File: config.mk
export PLATFORM = sky130hd
export DESIGN_NAME = dcacheTop
export DESIGN_NICKNAME = d
export VERILOG_FILES = /design/src/source/dcachePkg.sv /design/src/source/dcacheController.sv /design/src/source/dcacheTagStore.sv /design/src/source/dcacheDataStore.sv /design/src/source/dcacheTop.sv
export SDC_FILE = /design/constraint.sdc
export NUM_CORES = 2
export LEC_CHECK = 0
export BUFFER_PORTS_ARGS = -buffer_cell sky130_fd_sc_hd__buf_2
export CORE_ASPECT_RATIO = 2
export CORE_MARGIN = 2
export CORE_UTILIZATION = 30
export CTS_BUF_LIST = sky130_fd_sc_hd__clkbuf_8
export DETAILED_ROUTE_END_ITERATION = 10
export HOLD_SLACK_MARGIN = 0.15
export PLACE_DENSITY_LB_ADDON = 0.12
export SYNTH_ARGS = -nofsm -noshare
export SYNTH_HDL_FRONTEND = slang
export SYNTH_SLANG_ARGS = --single-unit
File: constraint.sdc
create_clock -name clock -period 3.9 [get_ports clock]
set_input_delay 0.39 -clock clock [delete_from_list [all_inputs] [get_ports clock]]
set_output_delay 0.39 -clock clock [all_outputs]
set_load 0.005 [all_outputs]
File: src/source/dcachePkg.sv
// Data cache shared definitions
`default_nettype none

package dcachePkg;

	// byte address and word geometry
	localparam int addrWidth = 32;
	localparam int wordBits = 32;
	localparam int wordBytes = 4;

	// block geometry
	localparam int blockWords = 4;
	localparam int blockBytes = 16;
	localparam int offsetWidth = 4;
	localparam int blockBits = 128;

	// one cache block, seen as words or as bytes
	// words feed the read mux and memory transfers,
	// bytes feed the byte-enabled merge on a write hit
	typedef union packed {
		logic [blockWords-1:0][wordBits-1:0] words;
		logic [blockBytes-1:0][7:0] bytes;
	} dcacheBlock;

	// miss handling states
	typedef enum logic [2:0] {
		idle = 3'd0,
		miss = 3'd1,
		writeBack = 3'd2,
		memRead = 3'd3,
		memFill = 3'd4
	} controllerState;

endpackage

`default_nettype wire

File: src/source/dcacheController.sv
// Data cache miss controller
`default_nettype none

module dcacheController #(
	parameter int numSets = 16,
	localparam int indexWidth = $clog2(numSets),
	localparam int tagWidth = dcachePkg::addrWidth - dcachePkg::offsetWidth - indexWidth
) (
	input wire logic clock,
	input wire logic reset,

	// pipeline request
	input wire logic ren,
	input wire logic wen,
	input wire logic [dcachePkg::addrWidth-1:0] addr,
	input wire logic [dcachePkg::wordBytes-1:0] byteSelect,
	input wire logic [dcachePkg::wordBits-1:0] din,

	// from the tag and data stores
	input wire logic hit,
	input wire logic victimDirty,
	input wire logic [tagWidth-1:0] victimTag,
	input wire dcachePkg::dcacheBlock cacheBlock,

	// from memory
	input wire logic memReadReady,
	input wire logic memWriteDone,
	input wire dcachePkg::dcacheBlock memDout,

	// to the pipeline
	output logic stall,
	output logic [dcachePkg::wordBits-1:0] dout,

	// to the tag and data stores
	output logic [indexWidth-1:0] setIndex,
	output logic [tagWidth-1:0] reqTag,
	output logic wordWrite,
	output logic [dcachePkg::blockBytes-1:0] byteEnable,
	output dcachePkg::dcacheBlock writeBlock,
	output logic fillWrite,

	// to memory
	output logic memRen,
	output logic memWen,
	output logic [dcachePkg::addrWidth-dcachePkg::offsetWidth-1:0] memBlockAddr,
	output dcachePkg::dcacheBlock memDin
);

	import dcachePkg::*;

	localparam int byteSelWidth = $clog2(wordBytes);
	localparam int wordSelWidth = $clog2(blockWords);

	controllerState state;
	controllerState nextState;

	logic validReq;
	logic [wordSelWidth-1:0] wordIndex;
	dcacheBlock laneBlock;
	dcacheBlock fillBuffer;

	// exactly one of ren and wen makes a request
	assign validReq = ren ^ wen;

	// address split into tag, set and word within the block
	assign reqTag = addr[addrWidth-1 -: tagWidth];
	assign setIndex = addr[offsetWidth +: indexWidth];
	assign wordIndex = addr[byteSelWidth +: wordSelWidth];

	// read hit path
	assign dout = cacheBlock.words[wordIndex];

	// din copied into every word lane, enables pick the addressed one
	always_comb begin
		for (int i = 0; i < blockBytes; i++) begin
			laneBlock.bytes[i] = din[(i % wordBytes) * 8 +: 8];
			byteEnable[i] = (i / wordBytes == wordIndex) && byteSelect[i % wordBytes];
		end
	end

	// write hit only from idle, a retried write lands here too
	assign wordWrite = (state == idle) && wen && !ren && hit;

	// full block fill from the buffer, otherwise the merged word
	assign fillWrite = (state == memFill);
	assign writeBlock = fillWrite ? fillBuffer : laneBlock;

	// victim block always comes straight from the data store
	assign memDin = cacheBlock;

	always_ff @(posedge clock or negedge reset) begin
		if (!reset) begin
			state <= idle;
		end else begin
			state <= nextState;
		end
	end

	// holds the fetched block until memFill
	always_ff @(posedge clock) begin
		if (state == memRead && memReadReady) begin
			fillBuffer <= memDout;
		end
	end

	always_comb begin
		nextState = state;
		case (state)
			idle: begin
				if (validReq && !hit) begin
					nextState = miss;
				end
			end
			miss: begin
				// dirty victim goes out before the fetch
				nextState = victimDirty ? writeBack : memRead;
			end
			writeBack: begin
				if (memWriteDone) begin
					nextState = memRead;
				end
			end
			memRead: begin
				if (memReadReady) begin
					nextState = memFill;
				end
			end
			memFill: begin
				nextState = idle;
			end
			default: begin
				nextState = idle;
			end
		endcase
	end

	always_comb begin
		stall = 1'b1;
		memRen = 1'b0;
		memWen = 1'b0;
		memBlockAddr = {reqTag, setIndex};
		case (state)
			idle: begin
				// raised in the request cycle of a miss
				stall = validReq && !hit;
			end
			writeBack: begin
				memWen = 1'b1;
				memBlockAddr = {victimTag, setIndex};
			end
			memRead: begin
				memRen = 1'b1;
			end
			default: begin
				stall = 1'b1;
			end
		endcase
	end

endmodule

`default_nettype wire

File: src/source/dcacheTagStore.sv
// Data cache tag store
`default_nettype none

module dcacheTagStore #(
	parameter int numSets = 16,
	localparam int indexWidth = $clog2(numSets),
	localparam int tagWidth = dcachePkg::addrWidth - dcachePkg::offsetWidth - indexWidth
) (
	input wire logic clock,
	input wire logic reset,

	// lookup and update controls
	input wire logic [indexWidth-1:0] setIndex,
	input wire logic [tagWidth-1:0] reqTag,
	input wire logic wordWrite,
	input wire logic fillWrite,

	// lookup results
	output logic hit,
	output logic victimDirty,
	output logic [tagWidth-1:0] victimTag
);

	logic [tagWidth-1:0] tags [numSets];
	logic [numSets-1:0] valid;
	logic [numSets-1:0] dirty;

	// combinational lookup of the indexed line
	assign victimTag = tags[setIndex];
	assign hit = valid[setIndex] && (tags[setIndex] == reqTag);

	// an invalid line never needs a writeback
	assign victimDirty = valid[setIndex] && dirty[setIndex];

	// status bits
	always_ff @(posedge clock or negedge reset) begin
		if (!reset) begin
			valid <= '0;
			dirty <= '0;
		end else if (fillWrite) begin
			// freshly fetched line matches memory
			valid[setIndex] <= 1'b1;
			dirty[setIndex] <= 1'b0;
		end else if (wordWrite) begin
			dirty[setIndex] <= 1'b1;
		end
	end

	// tag is installed with the fill
	always_ff @(posedge clock) begin
		if (fillWrite) begin
			tags[setIndex] <= reqTag;
		end
	end

endmodule

`default_nettype wire

File: src/source/dcacheDataStore.sv
// Data cache block store
`default_nettype none

module dcacheDataStore #(
	parameter int numSets = 16,
	localparam int indexWidth = $clog2(numSets)
) (
	input wire logic clock,

	// write controls
	input wire logic [indexWidth-1:0] setIndex,
	input wire logic wordWrite,
	input wire logic fillWrite,
	input wire logic [dcachePkg::blockBytes-1:0] byteEnable,
	input wire dcachePkg::dcacheBlock writeBlock,

	// indexed block
	output dcachePkg::dcacheBlock readBlock
);

	import dcachePkg::*;

	dcacheBlock blocks [numSets];

	// read is combinational
	assign readBlock = blocks[setIndex];

	always_ff @(posedge clock) begin
		if (fillWrite) begin
			// whole block replaced on a fill
			blocks[setIndex] <= writeBlock;
		end else if (wordWrite) begin
			// only the enabled bytes change
			for (int i = 0; i < blockBytes; i++) begin
				if (byteEnable[i]) begin
					blocks[setIndex].bytes[i] <= writeBlock.bytes[i];
				end
			end
		end
	end

endmodule

`default_nettype wire

File: src/source/dcacheTop.sv
// Direct-mapped data cache
`default_nettype none

module dcacheTop #(
	parameter int numSets = 16,
	localparam int indexWidth = $clog2(numSets),
	localparam int tagWidth = dcachePkg::addrWidth - dcachePkg::offsetWidth - indexWidth
) (
	input wire logic clock,
	input wire logic reset,

	// pipeline port
	input wire logic ren,
	input wire logic wen,
	input wire logic [dcachePkg::addrWidth-1:0] addr,
	input wire logic [dcachePkg::wordBytes-1:0] byteSelect,
	input wire logic [dcachePkg::wordBits-1:0] din,
	output logic stall,
	output logic [dcachePkg::wordBits-1:0] dout,

	// memory port
	output logic memRen,
	output logic memWen,
	output logic [dcachePkg::addrWidth-dcachePkg::offsetWidth-1:0] memBlockAddr,
	output dcachePkg::dcacheBlock memDin,
	input wire logic memReadReady,
	input wire logic memWriteDone,
	input wire dcachePkg::dcacheBlock memDout
);

	import dcachePkg::*;

	// controller to stores
	logic [indexWidth-1:0] setIndex;
	logic [tagWidth-1:0] reqTag;
	logic wordWrite;
	logic fillWrite;
	logic [blockBytes-1:0] byteEnable;
	dcacheBlock writeBlock;

	// stores back to controller
	logic hit;
	logic victimDirty;
	logic [tagWidth-1:0] victimTag;
	dcacheBlock cacheBlock;

	dcacheController #(
		.numSets(numSets)
	) controller (
		.clock(clock),
		.reset(reset),
		.ren(ren),
		.wen(wen),
		.addr(addr),
		.byteSelect(byteSelect),
		.din(din),
		.hit(hit),
		.victimDirty(victimDirty),
		.victimTag(victimTag),
		.cacheBlock(cacheBlock),
		.memReadReady(memReadReady),
		.memWriteDone(memWriteDone),
		.memDout(memDout),
		.stall(stall),
		.dout(dout),
		.setIndex(setIndex),
		.reqTag(reqTag),
		.wordWrite(wordWrite),
		.byteEnable(byteEnable),
		.writeBlock(writeBlock),
		.fillWrite(fillWrite),
		.memRen(memRen),
		.memWen(memWen),
		.memBlockAddr(memBlockAddr),
		.memDin(memDin)
	);

	dcacheTagStore #(
		.numSets(numSets)
	) tagStore (
		.clock(clock),
		.reset(reset),
		.setIndex(setIndex),
		.reqTag(reqTag),
		.wordWrite(wordWrite),
		.fillWrite(fillWrite),
		.hit(hit),
		.victimDirty(victimDirty),
		.victimTag(victimTag)
	);

	dcacheDataStore #(
		.numSets(numSets)
	) dataStore (
		.clock(clock),
		.setIndex(setIndex),
		.wordWrite(wordWrite),
		.fillWrite(fillWrite),
		.byteEnable(byteEnable),
		.writeBlock(writeBlock),
		.readBlock(cacheBlock)
	);

endmodule

`default_nettype wire

==> results.txt <==
Sum Neg Setup Slack - -108 ps
Fillers - 31.6k
Static Leak - 42.4 nW
I/O Buffers - 390
Pwr Density - 473 nW/µm²
Predominant post-synthesis flop cell - sky130_fd_sc_hd__edfxtp_1
Post-synthesis instance total - 4649
CP Data Required Time - 3510 ps
Switching part of the total power - 25.7%
Multi-input combinational cell area - 23400 µm²
Post-detailed-placement cell area - 115000 µm²
Total number of yosys warnings - 0
Design area - 126000 µm²
Final period util - 103%
Setup crit start kind - flip-flop
Level count of the clock H-tree - 5
Area overhead of the layout relative to synthesis - 22.9%
Die span in x - 417 µm
RD Place Congestion - 0.785
Most common cell after layout, fill and taps aside - sky130_fd_sc_hd__edfxtp_1
Final layout net count - 6357
Area of the mapped netlist - 102000 µm²
Clock skew - 94.1 ps
Total global routing track utilization - 20.6%
Synthesis-stage register bit count - 2595
Number of design rule violations left after detail routing - 0
Count of final setup violators - 1
Clock-pin slew of the registers on the worst-case setup and hold paths - 60 ps
Part of the power in registers - 54.0%
Hold Crit Class - primary input to flip-flop
Root cell of the clock tree - sky130_fd_sc_hd__clkbuf_8
Termination of the worst setup path - stall
Launch point of the critical path - tagStore.tags[5][1]$_DFFE_PP_
Final routed wire length divided by cell count - 33.1 µm
Number of distinct library cells after synthesis - 63
Slew at the pin closest to its max-slew limit - 1180 ps
Initial Util - 30.1%
Violations in the final reports - negative setup slack
Final standard cell count with taps included and fillers excluded - 10.9k
Maximum number of pins on one net before global-route repair - 106
Drt initial violations - 4577
Tmin final - 4010 ps
Max capacitance violation total - 0
Post-route ant nets - 0
Count of endpoints failing hold in the final timing report - 0
Share of cells above drive strength 1 - 37.4%
Max rail drop VDD - 0.321 mV
Timing-limited maximum frequency - 0.249 GHz
Worst R2R Start - tagStore.tags[5][1]$_DFFE_PP_
Slew Limit Headroom - 21.5%
Synth Net Count - 4851
First-pass iteration count of the detailed router - 7
Overflow after GRT - 0
Highest-count cells in the layout ignoring fill and taps - 2560 x sky130_fd_sc_hd__edfxtp_1, 746 x sky130_fd_sc_hd__mux4_2, 597 x sky130_fd_sc_hd__buf_4, 405 x sky130_fd_sc_hd__clkbuf_8, 383 x sky130_fd_sc_hd__buf_2
Reg2reg end - dataStore.blocks[5][47]$_DFFE_PP_
Top fanout value on the critical path - 2
Top-Level Pins - 393
Internal portion of total power - 0.0442 W
DP Cell Count - 9878
Proportion of power drawn by combinational gates - 10.2%
Number of pins exceeding their max-slew limit in the final report - 0
Via count - 54.8k
Number of flops mapped to enable cells by yosys - 2560
Outcome - finished, violations left
Wirelength, routed - 361000 µm
DPL Wire Length - 245000 µm
First-pass GRT wire length - 491000 µm
Reg2reg setup slack - 240 ps
Deepest clock path buffer count - 4
Crit path capture type - primary output
Die area - 346000 µm²
Post-route setup slack - -108 ps
Worst reg-to-reg path cell count - 11
Number of placement rows - 303
Data arrival time of the critical path - 3620 ps
Async set-or-reset flop fraction in the synthesized netlist - 1.35%
Avg Vias per Cell - 5.03
Vias in the first global route - 59.0k
CTS Buf Count - 395
Setup repair after global routing missed its margin - yes
Clock tree from TritonCTS - yes
Sequential element share of the synthesized area - 76.0%
Sequential cell area in the final layout - 77700 µm²
Sw power - 0.0153 W
Clock Power Share - 35.7%
Path type of the worst setup path - flip-flop to primary output
Worst-Skew Late Latency - 1110 ps
Core Footprint - 340000 µm²
Synthesized area per cell - 22.0 µm²
Die height - 830 µm
Initial antenna violation count - 36
Sink count of the clock tree - 2595
## routing by layer
layer,routed length (µm),track usage (%),up-vias
li1,-,-,22765
met1,135000,24.3,29755
met2,197000,38.6,1741
met3,17400,2.81,498
met4,10900,6.16,10
met5,61,0,-
## power by group through the flow
| stage | clock (W) | sequential [W] | combinational, W |
|---|---|---|---|
| 6_report | 0.0213 | 0.0321 | 0.00608 |
| 5_1_grt | 0.0230 | 0.0321 | 0.00646 |
| 4_1_cts | 0.0220 | 0.0321 | 0.00627 |
| 3_5_place_dp | 0 | 0.0327 | 0.00597 |
| 3_3_place_gp | 0 | 0.0327 | 0.00590 |
| 2_1_floorplan | 0 | 0.0325 | 0.00266 |
## cell usage after synthesis, types with 13 or more instances
cell type	number	area share, %
sky130_fd_sc_hd__a21o_1	128	0.94
sky130_fd_sc_hd__inv_1	28	0.10
sky130_fd_sc_hd__nand3_1	66	0.32
sky130_fd_sc_hd__buf_1	36	0.13
sky130_fd_sc_hd__o21ai_0	171	0.84
sky130_fd_sc_hd__edfxtp_1	2560	75
sky130_fd_sc_hd__mux4_2	746	16
sky130_fd_sc_hd__o21ai_1	112	0.55
sky130_fd_sc_hd__mux2i_1	98	0.96
sky130_fd_sc_hd__clkbuf_1	169	0.62
sky130_fd_sc_hd__o31ai_1	16	0.12
sky130_fd_sc_hd__nor3_1	14	0.069
sky130_fd_sc_hd__and2_1	38	0.23
sky130_fd_sc_hd__buf_2	52	0.25
sky130_fd_sc_hd__and3_1	14	0.086
sky130_fd_sc_hd__nor2_1	27	0.099
sky130_fd_sc_hd__dfrtp_1	35	0.86
sky130_fd_sc_hd__nand2_1	115	0.42
sky130_fd_sc_hd__buf_4	24	0.18
sky130_fd_sc_hd__mux2_2	15	0.17
sky130_fd_sc_hd__nand2b_1	24	0.15
sky130_fd_sc_hd__xnor2_1	13	0.11
sky130_fd_sc_hd__a22oi_1	23	0.17
## registers in the layout, indices dropped and copies added (netlist names), named ones only
signal and flops:
dataStore.blocks 2048, tagStore.valid 16, tagStore.tags 384, controller.fillBuffer 128
controller.state 3
## stage by stage
stage | utilization, % | setup WS (ps) | power, W | hold WS [ps]
after floorplan | - | 24.8 | 0.0351 | 94.4
after global placement | 34.0 | -533 | 0.0386 | 444
after detailed placement | 34.0 | -542 | 0.0387 | 451
after CTS | 37.0 | -275 | 0.0604 | 164
after global routing | 37.0 | -253 | 0.0616 | 261
final | 37.0 | -108 | 0.0594 | 265
## cell type report
type	instances	share of cell area (%)
diodes	16	0.0319
clock buffers	405	4.43
clock inverters	298	1.19
inverters	29	0.0926
multi-input cells	1736	18.6
flip-flops and latches	2595	61.9
well taps	4422	4.40
repair buffers	1398	9.39
## logic make-up (layout without fill, tap and decap cells)
| group | Yosys count | count (layout) | synth area share [%] |
|---|---|---|---|
| buffers and inverters | 318 | 2130 | 1.38 |
| flip-flops | 2595 | 2595 | 76.0 |
| multiplexers | 861 | 861 | 17.6 |
| other | 0 | 16 | 0 |
| AO/OA/AOI/OAI | 522 | 522 | 3.18 |
| AND/OR/NAND/NOR | 331 | 331 | 1.63 |
| XOR/XNOR | 22 | 22 | 0.188 |
## how the worst min path moves through the flow
| stage | from | endpoint | cells after the start |
|---|---|---|---|
| 2_1_floorplan | reset | asynchronous set/reset pin | 0 |
| 4_1_cts | memReadReady | controller.state[1]$_DFFE_PN0P_ | 4 |
| 3_5_place_dp | tagStore.valid[11]$_DFFE_PN0P_ | tagStore.valid[11]$_DFFE_PN0P_ | 1 |
| 3_3_place_gp | tagStore.valid[11]$_DFFE_PN0P_ | tagStore.valid[11]$_DFFE_PN0P_ | 1 |
| 5_1_grt | byteSelect[2] | dataStore.blocks[1][21]$_DFFE_PP_ | 4 |
| 6_report | din[25] | dataStore.blocks[5][89]$_DFFE_PP_ | 3 |
## repair_timing
item / 4_1_cts / 5_1_grt
cloned: 1 / 0
endpoints found under the setup margin: 241 / 4
gates resized for setup: 25 / 9
buffers inserted: 5 / 1
hold endpoints to repair: 780 / 0
hold buffers: 296 / 0
pin swaps: 7 / 8
## critical path, cell delays in order (launching register included)
cell and delay (ps):
sky130_fd_sc_hd__edfxtp_1 400, sky130_fd_sc_hd__mux2_4 280, sky130_fd_sc_hd__a31oi_1 180, sky130_fd_sc_hd__nand3_1 130, sky130_fd_sc_hd__a2111oi_4 330, sky130_fd_sc_hd__or4b_4 530
sky130_fd_sc_hd__a221oi_4 270, sky130_fd_sc_hd__a31oi_1 120, sky130_fd_sc_hd__nand2b_4 190, sky130_fd_sc_hd__buf_6 150
(Power assumes the default switching activity.)
